### config.mk
export PLATFORM = sky130hd
export DESIGN_NAME = switchArbiter
export DESIGN_NICKNAME = d
export VERILOG_FILES = /design/src/logic/routerPkg.sv /design/src/logic/flitClassifier.sv /design/src/logic/grantScheduler.sv /design/src/logic/packetTimer.sv /design/src/logic/switchArbiter.sv
export VERILOG_INCLUDE_DIRS = /design/src /design/src/include
export SDC_FILE = /design/constraint.sdc
export NUM_CORES = 1
export LEC_CHECK = 0
export BUFFER_PORTS_ARGS = -buffer_cell sky130_fd_sc_hd__buf_4
export CAP_MARGIN = 20
export CORE_AREA = 2 2 158 160
export CTS_BUF_LIST = sky130_fd_sc_hd__clkbuf_4
export CTS_CLUSTER_SIZE = 12
export DETAILED_ROUTE_END_ITERATION = 10
export DIE_AREA = 0 0 160 162
export PLACE_DENSITY = 0.69
export SLEW_MARGIN = 5
export SYNTH_ARGS = -nofsm -noshare
export SYNTH_HDL_FRONTEND = slang
export SYNTH_SLANG_ARGS = --single-unit
### constraint.sdc
create_clock -name clk -period 4.94 [get_ports clk]
set_clock_uncertainty 0.15 [all_clocks]
set_input_delay 1.235 -clock clk [delete_from_list [all_inputs] [get_ports clk]]
set_output_delay 1.235 -clock clk [all_outputs]
set_load 0.01 [all_outputs]
### src/include/arbiter_config.svh
`ifndef ARBITER_CONFIG_SVH
`define ARBITER_CONFIG_SVH

// Input ports Local, North, East, West, South.
`define NUM_PORTS 5

// Flit fields.
`define KIND_WIDTH 3
`define LEN_WIDTH 12

// Kind code of a head flit.
`define HEAD_KIND 1

`endif

### src/logic/routerPkg.sv
`default_nettype none

`include "arbiter_config.svh"

package routerPkg;

  // Flit kind code.
  typedef logic [`KIND_WIDTH-1:0] flitKind_t;

  // Budget in a head flit, payload otherwise.
  typedef logic [`LEN_WIDTH-1:0] pktLen_t;

  typedef struct packed {
    flitKind_t kind;
    pktLen_t   len;
  } flit_t;

  // Port number, 0 is Local.
  typedef logic [$clog2(`NUM_PORTS)-1:0] portIdx_t;

  // One bit per input port.
  typedef logic [`NUM_PORTS-1:0] portMask_t;

  // Registered view of one input port.
  typedef struct packed {
    flit_t flit;
    logic  req;
    logic  isHead;
  } portStatus_t;

  typedef enum logic {
    sIdle,
    sBusy
  } schedState_t;

endpackage

`default_nettype wire

### src/logic/flitClassifier.sv
`timescale 1ns/10ps
`default_nettype none

`include "arbiter_config.svh"

module flitClassifier (
  input  logic                   clk,
  input  logic                   rst,
  input  routerPkg::flit_t       inFlit [`NUM_PORTS],
  input  routerPkg::portMask_t   inReq,
  output routerPkg::portStatus_t status [`NUM_PORTS]
);

  import routerPkg::*;

  portStatus_t nextStatus [`NUM_PORTS];

  // Head detection works on the raw kind field.
  always_comb
  begin
    for (int p = 0; p < `NUM_PORTS; p++)
    begin
      nextStatus[p].flit   = inFlit[p];
      nextStatus[p].req    = inReq[p];
      nextStatus[p].isHead = (inFlit[p].kind == flitKind_t'(`HEAD_KIND));
    end
  end

  always_ff @(posedge clk)
  begin
    if (rst)
    begin
      for (int p = 0; p < `NUM_PORTS; p++)
      begin
        status[p] <= '0;
      end
    end
    else
    begin
      for (int p = 0; p < `NUM_PORTS; p++)
      begin
        status[p] <= nextStatus[p];
      end
    end
  end

endmodule

`default_nettype wire

### src/logic/grantScheduler.sv
`timescale 1ns/10ps
`default_nettype none

`include "arbiter_config.svh"

module grantScheduler (
  input  logic                   clk,
  input  logic                   rst,
  input  routerPkg::portStatus_t status [`NUM_PORTS],
  input  routerPkg::portMask_t   timesUp,
  output routerPkg::portMask_t   runTimer,
  output routerPkg::portMask_t   grant,
  output routerPkg::flit_t       outFlit,
  output logic                   outValid
);

  import routerPkg::*;

  schedState_t state;
  schedState_t stateNext;
  portIdx_t    holder;      // Port that owns the output while busy.
  portIdx_t    holderNext;
  portMask_t   reqMask;
  logic        anyReq;
  logic        holderReq;

  // First requesting port after last, wrapping. Last itself comes at the very end.
  function automatic portIdx_t rotatePick(input portMask_t req, input portIdx_t last);
    portIdx_t pick;
    int       idx;
    pick = last;
    // Nearest candidate is checked last so that it wins.
    for (int off = `NUM_PORTS; off >= 1; off--)
    begin
      idx = (int'(last) + off) % `NUM_PORTS;
      if (req[idx])
        pick = portIdx_t'(idx);
    end
    return pick;
  endfunction

  always_comb
  begin
    for (int p = 0; p < `NUM_PORTS; p++)
    begin
      reqMask[p] = status[p].req;
    end
  end

  assign anyReq    = |reqMask;
  assign holderReq = reqMask[holder];

  always_comb
  begin
    stateNext  = state;
    holderNext = holder;
    runTimer   = '0;
    case (state)
      sIdle:
      begin
        // Starting after the highest port gives Local first pick.
        if (anyReq)
        begin
          stateNext  = sBusy;
          holderNext = rotatePick(reqMask, portIdx_t'(`NUM_PORTS - 1));
        end
      end
      sBusy:
      begin
        if (holderReq && !timesUp[holder])
          runTimer[holder] = 1'b1;  // Keep the port and count.
        else if (anyReq)
          holderNext = rotatePick(reqMask, holder);
        else
          stateNext = sIdle;
      end
      default:
      begin
        stateNext = sIdle;
      end
    endcase
  end

  always_ff @(posedge clk)
  begin
    if (rst)
    begin
      state  <= sIdle;
      holder <= '0;
    end
    else
    begin
      state  <= stateNext;
      holder <= holderNext;
    end
  end

  // One-hot grant from the registered state.
  always_comb
  begin
    grant = '0;
    if (state == sBusy)
      grant[holder] = 1'b1;
  end

  always_ff @(posedge clk)
  begin
    if (rst)
      outValid <= 1'b0;
    else
      outValid <= (state == sBusy) && holderReq;
  end

  // Flit only moves on a granted, requesting cycle.
  always_ff @(posedge clk)
  begin
    if ((state == sBusy) && holderReq)
      outFlit <= status[holder].flit;
  end

endmodule

`default_nettype wire

### src/logic/packetTimer.sv
`timescale 1ns/10ps
`default_nettype none

module packetTimer (
  input  logic               clk,
  input  logic               rst,
  input  logic               isHead,
  input  routerPkg::pktLen_t headLen,
  input  logic               runTimer,
  output logic               timesUp
);

  import routerPkg::*;

  pktLen_t budget;  // Len of the last head flit.
  pktLen_t count;   // Cycles used by the current holder.

  always_ff @(posedge clk)
  begin
    if (rst)
      budget <= '0;
    else if (isHead)
      budget <= headLen;
  end

  // Restarts whenever the port is not held.
  always_ff @(posedge clk)
  begin
    if (rst)
      count <= '0;
    else if (runTimer)
      count <= count + 1'b1;
    else
      count <= '0;
  end

  assign timesUp = (count == budget);  // Last cycle of the hold.

endmodule

`default_nettype wire

### src/logic/switchArbiter.sv
`timescale 1ns/10ps
`default_nettype none

`include "arbiter_config.svh"

module switchArbiter (
  input  logic                 clk,
  input  logic                 rst,
  input  routerPkg::flit_t     inFlit [`NUM_PORTS],
  input  routerPkg::portMask_t inReq,
  output routerPkg::portMask_t grant,
  output routerPkg::flit_t     outFlit,
  output logic                 outValid
);

  import routerPkg::*;

  portStatus_t status [`NUM_PORTS];
  portMask_t   timesUp;
  portMask_t   runTimer;

  flitClassifier uClassifier (
    .clk    (clk),
    .rst    (rst),
    .inFlit (inFlit),
    .inReq  (inReq),
    .status (status)
  );

  // One hold timer per input port.
  for (genvar p = 0; p < `NUM_PORTS; p++)
  begin : gTimer
    packetTimer uTimer (
      .clk      (clk),
      .rst      (rst),
      .isHead   (status[p].isHead),
      .headLen  (status[p].flit.len),
      .runTimer (runTimer[p]),
      .timesUp  (timesUp[p])
    );
  end

  grantScheduler uScheduler (
    .clk      (clk),
    .rst      (rst),
    .status   (status),
    .timesUp  (timesUp),
    .runTimer (runTimer),
    .grant    (grant),
    .outFlit  (outFlit),
    .outValid (outValid)
  );

endmodule

`default_nettype wire

==> results by group, run 1 <==
Outcome
  – Status: complete, no violations

Synth
  – Avg Synthesized Cell Area: 9.37 um2
  – Yosys warns: 0
  – Multiplexer area fraction after synthesis: 9.59%
  – Synth Area in XOR/XNOR: 9.92%
  – Syn Nets: 1259
  – Sequential cell area fraction in the yosys report: about 43%
  – Fraction of registers with async set or reset after synthesis: 0%
  – Synth Area in Compound Gates: approximately a tenth
  – Number of flops mapped to enable cells by yosys: 15
  – Post-synthesis simple-gate area fraction: about a fifth
  – FF+latch count, synth: ~230
  – Netlist cell types: 82
  – Largest family of logic cells by synthesized area: simple AND/OR/NAND/NOR gates
  – Top FF cell, synth: dfxtp_1
  – Cells after Synth: 1148
  – Synth Area in Adders: ~3.4%
  – Synth Cell Area: 10800 um2

Route
  – WL per Instance: 16.2 um
  – Pre-antenna DRT Iters: 5
  – Post-DR vias/cell: between 5 and 6
  – Vias: 8526
  – Final wirelength: 26300 um
  – DRC: 0
  – Post-route ant nets: 0
  – DRT iter0 DRCs: about 570

Timing
  – Period minus WS final: approximately 4500 ps
  – Worst-Margin Slew: 813 ps
  – PnR worst setup slack: 476 ps
  – Slew margin rel.: 45.7%
  – Hold_ws: 335 ps
  – Final setup violation count: 0
  – Slew Limit Fails: 0
  – Fin crit share: 90.4%
  – Setup TNS: 0 ps
  – Maximum clock frequency: roughly 220 MHz
  – Fin. Hold Viols: 0
  – RSZ-0062 raised after global routing: no

Place
  – Final HPWL from detailed placement: about 19000 um
  – PortBufs: slightly above 100
  – Inst Count DP: approximately 1500
  – Routability cong.: 0.941
  – Pre-CTS setup slack: 523 ps

Layout
  – Fin nets: 1370
  – Final core utilization: 51.7%
  – Synth-to-Final Area Change: 15.8%
  – Most frequent cells in the layout: dfxtp_1, nor2_1, buf_4
  – Final Instance Count excl. Fillers: 1623
  – Most common library cell in the layout ignoring fill and taps: dfxtp_1
  – Layout cells sized above 1: 17.7%

Power and ir drop
  – Peak VDD IR: 0.176 mV
  – Sw Ratio: around 37%
  – Leakage: 4.84 nW
  – Clock share of power: approximately 27%
  – Proportion of power drawn by flip-flops and latches: 36.3%
  – Net switching power: 0.00204 W
  – Comb pwr share: a little under two fifths
  – Power per cell area: 446 nW/um2
  – Int Pwr: 0.00352 W

Setup path
  – Worst R2R Path Depth: 17
  – WS Path Type: reg2reg
  – Slowest CP cell: mux4_2
  – Setup crit start kind: flip-flop
  – Slowest stage delay, CP: between 500 and 600 ps
  – Flop2flop setup slack: 480 ps
  – Worst r2r src: uScheduler.holder[1]
  – Worst Path Max Fanout: 16
  – Worst Path Arrival: 4860 ps
  – Crit-path leading delay family: compound AO/OA/AOI/OAI gates
  – Buf/Inv on CP: 4
  – CP Capture Type: flip-flop
  – R2r endpoint: uScheduler.holder[0]
  – Cell repeated most along the worst path: ha_1
  – Critical path required time: ~5300 ps
  – Cell Chain, Critical Path: buf_4, clkinv_1, buf_4, ha_1, ha_1, o31ai_1, o31ai_2, xnor2_1, ha_1, inv_1, a2bb2oi_1, a21boi_2, mux2i_2, mux4_2, nand2b_1, a31oi_4, a311oi_1

Floorplan
  – Die Y: 162 um
  – DIE AREA: 25900 um2
  – Die Wd: roughly 160 um
  – Starting Density: 44.6%
  – CORE AREA: 24100 um2
  – # IOs: 103
  – Rows: 57

Run
  – Max-cap violations: 0

GRT
  – Initial antenna violation count: 1
  – First-pass GRT wire length: roughly 42000 um
  – Total GRT Usage: 20.2%
  – Total grt overflow: 0
  – Largest net degree at the start of global routing: 77
  – Vias in the first global route: about 8200

Clock tree
  – H-Tree Depth: 2
  – Root Buffer: clkbuf_4
  – Maximum clock path buffer count: 3
  – Clock latency on the worst-skew pair: between 600 and 700 ps
  – CTS tree: yes
  – CTS resizes: 0
  – CTS Sinks: 225
  – Post CTS Setup Buffer Count: 0
  – Clk slew on worst S/H paths: ~60 ps
  – CTS buffer count: 57
  – # hold bufs at CTS: 0

Min path
  – Worst Hold Class: reg2reg
  – Endpoint with the worst hold slack: gTimer[2].uTimer.count[0]
  – Min-Delay Startpoint: gTimer[2].uTimer.count[0]
  – Hold Path Depth: 1
==> power by group through the flow <==
stage	Sequential, W	Combinational [W]	Clock (W)
CTS	0.00201	0.00200	0.00155
floorplan	0.00201	0.00152	0
global route	0.00202	0.00224	0.00165
detailed placement	0.00205	0.00199	0
global placement	0.00205	0.00196	0
finish	0.00201	0.00204	0.00150
==> kinds of logic after synthesis <==
group / after synthesis
buffers and inverters: 92
adders and majority gates: 29
muxes: 100
xor gates and xnor gates: 118
and+or+nand+nor: 430
AOI/OAI and AO/OA: 154
DFF: 225
==> final cells by class <==
| cell class | instances | area, um2 |
|---|---|---|
| inverter | 30 | 113 |
| antenna | 2 | 5.00 |
| clock inverter | 13 | 60.1 |
| sequential | 225 | 4660 |
| clock buffer | 84 | 631 |
| fill | 2249 | 11600 |
| multi-input combinational | 831 | 5720 |
| timing repair buffer | 114 | 868 |
| tap | 324 | 405 |
==> routing by layer <==
metal | vias to the layer above | share of wire [%] | GRT usage [%]
met5 | - | 0 | 0
met4 | 0 | 2.1 | 6.43
met3 | 46 | 6.9 | 4.09
met2 | 300 | 45 | 32.3
met1 | 3959 | 46 | 27.6
li1 | 4221 | - | -
==> worst reg2reg max path, cell delays in order, from the launching register on <==
cell	delay, ps
dfxtp_1	310
buf_4	210
clkinv_1	90
buf_4	190
ha_1	310
ha_1	270
o31ai_1	330
o31ai_2	140
xnor2_1	340
ha_1	210
inv_1	70
a2bb2oi_1	150
a21boi_2	280
mux2i_2	310
mux4_2	520
nand2b_1	120
a31oi_4	120
a311oi_1	250
==> per-stage QoR <==
stage	cell area [um2]	total power, W
floorplan	10800	0.00353
global placement	11800	0.00401
detailed placement	11800	0.00404
CTS	12400	0.00556
global route	12500	0.00590
finish	12500	0.00555
==> how the worst max path moves through the flow <==
stage	from	depth (start not counted)	end	slack [ps]
3_3_place_gp	uScheduler.holder[1]	17	uScheduler.holder[0]	700
5_1_grt	uScheduler.holder[1]	17	uScheduler.holder[0]	160
2_1_floorplan	uScheduler.holder[0]	18	uScheduler.holder[0]	490
3_5_place_dp	uScheduler.holder[1]	17	uScheduler.holder[0]	520
6_report	uScheduler.holder[1]	17	uScheduler.holder[0]	480
4_1_cts	uScheduler.holder[1]	17	uScheduler.holder[0]	500
==> flip-flops by register name, indices dropped and copies added, names as in the netlist <==
| register | count |
|---|---|
| uClassifier.status | 85 |
| uScheduler.outFlit | 15 |
| uScheduler.outValid | 1 |
| uScheduler.state | 1 |
| gTimer.uTimer.count | 60 |
| uScheduler.holder | 3 |
| gTimer.uTimer.budget | 60 |
==> synthesized netlist by cell type (4+ instances only) <==
cell type | instances | share of area, %
dfxtp_1 | 210 | 39
nor2_1 | 170 | 5.9
mux2i_1 | 95 | 8.8
nor2b_1 | 83 | 4.8
xnor2_1 | 69 | 5.6
nand2_1 | 48 | 1.7
xor2_1 | 46 | 3.7
clkbuf_1 | 39 | 1.4
nand3_1 | 36 | 1.7
a21oi_1 | 34 | 1.6
ha_1 | 29 | 3.4
inv_1 | 27 | 0.94
and3_1 | 20 | 1.2
o22ai_1 | 19 | 1.1
nand4_1 | 18 | 1.0
edfxtp_1 | 15 | 4.2
o21ai_0 | 15 | 0.70
nor3_1 | 13 | 0.60
buf_2 | 9 | 0.42
buf_1 | 8 | 0.28
nor4_1 | 8 | 0.47
o211ai_1 | 8 | 0.56
nand2b_1 | 7 | 0.41
nor3b_1 | 7 | 0.49
a211oi_1 | 6 | 0.42
a31oi_1 | 6 | 0.35
a211o_1 | 5 | 0.41
a311oi_1 | 5 | 0.41
o31ai_1 | 5 | 0.35
a22o_1 | 4 | 0.33
a22oi_1 | 4 | 0.28
and2_1 | 4 | 0.23
buf_4 | 4 | 0.28
Power figures use the tool's default switching activity.
==> run 2: changes to the inputs <==
--- a/config.mk
+++ b/config.mk
@@ -8,12 +8,14 @@
 export LEC_CHECK = 0
 export BUFFER_PORTS_ARGS = -buffer_cell sky130_fd_sc_hd__buf_4
 export CAP_MARGIN = 20
-export CORE_AREA = 2 2 158 160
+export CELL_PAD_IN_SITES_DETAIL_PLACEMENT = 1
+export CELL_PAD_IN_SITES_GLOBAL_PLACEMENT = 2
+export CORE_AREA = 2 2 170 172
 export CTS_BUF_LIST = sky130_fd_sc_hd__clkbuf_4
 export CTS_CLUSTER_SIZE = 12
 export DETAILED_ROUTE_END_ITERATION = 10
-export DIE_AREA = 0 0 160 162
-export PLACE_DENSITY = 0.69
+export DIE_AREA = 0 0 172 174
+export PLACE_DENSITY = 0.86
 export SLEW_MARGIN = 5
 export SYNTH_ARGS = -nofsm -noshare
 export SYNTH_HDL_FRONTEND = slang
==> run 2 against run 1 <==
Compared with the run above:
- final cell count increased by 3.8%
- count of clock-buffer cells in the layout fell by 2
- final area up 0.80%
- sequential power about the same
- wire length up 17%
- power increased by 1.8%
- global-route usage rose by 0.70 points
- setup slack got worse by 3.7 ps
- largest cell class unchanged
- combinational power rose by 2%
- clock power increased by 4%
==> results by group, run 2 (same netlist as run 1, synthesis figures left out) <==
GRT
  – GR Layer Usage met3: 3.67% (-0.42 points)
  – Met2 Use GR: 34.7% (+2.4 points)
  – Initial antenna violation count: 1 (unchanged)
  – Grt peak-use layer: met2
  – Largest net degree at the start of global routing: 66 (-14%)
  – Total grt overflow: 0 (unchanged)
  – Met1 Usage GRT: 28.0% (+0.35 points)
  – Total GRT Usage: 20.9% (+0.70 points)
  – Vias in the first global route: 9058 (+11%)
  – First-pass GRT wire length: 49200 um (+16%)

Layout
  – Most flop-heavy register: uClassifier.status
  – Fin nets: 1372 (+0.15%)
  – Most common library cell in the layout ignoring fill and taps: dfxtp_1
  – Final Instance Count excl. Fillers: 1685 (+3.8%)
  – Largest register FFs: 85 (unchanged)
  – Top Registers: uClassifier.status: 85 flops, gTimer.uTimer.budget: 60 flops, gTimer.uTimer.count: 60 flops
  – Fillcell total: 3329 (+48%)
  – Most frequent cells in the layout: dfxtp_1, nor2_1, buf_4
  – Synth-to-Final Area Change: 16.7%
  – Final core utilization: 44.5% (-7.2 points)
  – Layout cells sized above 1: 17.7% (-0.041 points)

Place
  – Pre-CTS setup slack: 485 ps (-37.9 ps)
  – Inst Count DP: 1586 (+4.1%)
  – Routability cong.: 0.867 (-7.9%)
  – PortBufs: 102 (unchanged)
  – Final HPWL from detailed placement: 23200 um (+24%)

Power and ir drop
  – Power per cell area: 450 nW/um2 (+1.0%)
  – Peak VDD IR: 0.167 mV (-4.8%)
  – Leakage: 4.86 nW (+0.35%)

Floorplan
  – # IOs: 103 (unchanged)
  – Die Wd: 172 um (+7.5%)
  – Die Y: 174 um (+7.4%)
  – Rows: 62 (+8.8%)
  – CORE AREA: 28200 um2 (+17%)
  – Starting Density: 38.1% (-6.5 points)
  – DIE AREA: 29900 um2 (+15%)

Route
  – Vias: 8664 (+1.6%)
  – WL per Instance: 18.3 um (+13%)
  – Post-route ant nets: 0 (unchanged)
  – DRC: 0 (unchanged)
  – DRT iter0 DRCs: 464 (-18%)
  – Post-DR vias/cell: 5.14 (-2.1%)
  – Pre-antenna DRT Iters: 5 (unchanged)
  – Final wirelength: 30900 um (+17%)

Clock tree
  – Post CTS Setup Buffer Count: 0 (unchanged)
  – CTS resizes: 0 (unchanged)
  – Maximum clock path buffer count: 3 (unchanged)
  – CTS buffer count: 57 (unchanged)
  – CTS tree: yes
  – Root Buffer: clkbuf_4
  – # hold bufs at CTS: 0 (unchanged)
  – Clk slew on worst S/H paths: 60 ps (about the same)
  – CTS Sinks: 225 (unchanged)
  – H-Tree Depth: 2 (unchanged)
  – Clock latency on the worst-skew pair: 680 ps (+20 ps)

Setup path
  – CP Capture Type: flip-flop
  – R2r endpoint: uScheduler.holder[1]
  – Slowest CP cell: mux4_2
  – Buf/Inv on CP: 2 (-2)
  – Critical Path Stages: 16 (-1)
  – Cell repeated most along the worst path: ha_1
  – Critical path required time: 5360 ps (+20 ps)
  – Setup crit start kind: flip-flop
  – Worst Path Max Fanout: 25 (+9)
  – WS Path Type: reg2reg
  – Crit-path leading delay family: compound AO/OA/AOI/OAI gates
  – Worst R2R Path Depth: 16 (-1)
  – Worst r2r src: uScheduler.holder[1]
  – Worst Path Arrival: 4890 ps (+30 ps)
  – Worst setup path startpoint: uScheduler.holder[1]
  – Worst Setup EP: uScheduler.holder[1]
  – Flop2flop setup slack: 470 ps (about the same)
  – Slowest stage delay, CP: 530 ps (about the same)
  – Cell Chain, Critical Path: buf_4, ha_1, xor2_4, ha_1, o31ai_1, o31ai_2, xnor2_1, ha_1, inv_1, a2bb2oi_1, a21boi_2, mux2i_2, mux4_2, nand2b_1, a31oi_4, a311oi_1

Timing
  – Worst-Margin Slew: 895 ps (+81.9 ps)
  – Maximum clock frequency: 224 MHz (about the same)
  – RSZ-0062 raised after global routing: no
  – Slew Limit Fails: 0 (unchanged)
  – PnR worst setup slack: 472 ps (-3.75 ps)
  – Period minus WS final: 4470 ps (+3.75 ps)
  – Fin. Hold Viols: 0 (unchanged)
  – Final setup violation count: 0 (unchanged)
  – Fin crit share: 90.4% (about the same)
  – Setup TNS: 0 ps (unchanged)
  – Slew margin rel.: 40.1% (-5.6 points)

Min path
  – Worst Hold Class: reg2reg

Run
  – Max-cap violations: 0 (unchanged)

Outcome
  – Status: complete, no violations
[run 2: cell count changes in the layout (fill, tap and decap cells not counted)]
cell / before / now
buf_4: 113 / 116
clkbuf_4: 84 / 82
dfxtp_4: 0 / 1
bufinv_16: 0 / 1
diode_2: 2 / 1
clkinv_4: 0 / 1
clkinv_2: 3 / 2
dfxtp_2: 2 / 1
buf_12: 1 / 0
clkinv_1: 9 / 12
clkinvlp_4: 2 / 1
[run 2: how the worst min path moves through the flow]
stage / startpoint / to / slack (ps) / depth (start not counted)
3_5_place_dp: gTimer[3].uTimer.count[0] / gTimer[3].uTimer.count[0] / 320 / 1
6_report: gTimer[3].uTimer.count[0] / gTimer[3].uTimer.count[0] / 330 / 1
2_1_floorplan: gTimer[2].uTimer.count[0] / gTimer[2].uTimer.count[0] / 290 / 1
3_3_place_gp: gTimer[3].uTimer.count[0] / gTimer[3].uTimer.count[0] / 310 / 1
4_1_cts: gTimer[3].uTimer.count[0] / gTimer[3].uTimer.count[0] / 330 / 1
5_1_grt: uClassifier.status[42] / gTimer[2].uTimer.budget[6] / 380 / 2
[run 2: final cells by class]
class / instances / area, um2 / share of cell area, %
diodes: 1 / 2.50 / 0.0199
clock buffers: 82 / 616 / 4.90
clock inverters: 16 / 97.6 / 0.777
inverters: 30 / 113 / 0.897
multi-input cells: 831 / 5720 / 45.5
flip-flops and latches: 225 / 4660 / 37.1
well taps: 384 / 480 / 3.83
repair buffers: 116 / 871 / 6.94
[run 2: worst register-to-register path: stages (launching register included)]
cell,delay [ps]
dfxtp_1,370
buf_4,310
ha_1,320
xor2_4,150
ha_1,280
o31ai_1,300
o31ai_2,130
xnor2_1,310
ha_1,220
inv_1,60
a2bb2oi_1,140
a21boi_2,270
mux2i_2,330
mux4_2,530
nand2b_1,130
a31oi_4,130
a311oi_1,250
[run 2: per-layer routing]
metal,part of all wire [%],up-vias,routed length (um)
met5,0,-,0
met4,2.0,0,622
met3,4.4,44,1370
met2,48,179,14700
met1,46,4216,14200
li1,-,4225,-
[run 2: per-stage QoR]
stage          power, W  instance area, um2  hold WS, ps
5_1_grt         0.00602               12600          383
2_1_floorplan   0.00353               10800          291
6_report        0.00565               12600          334
3_5_place_dp    0.00411               11800          317
3_3_place_gp    0.00407               11800          305
4_1_cts         0.00569               12600          333
[run 2: power breakdown]
group / switching, W / total [W] / internal, W
clock: 0.000745 / 0.00156 / 0.000811
combinational: 0.00127 / 0.00208 / 0.000817
sequential: 0.0000875 / 0.00201 / 0.00193
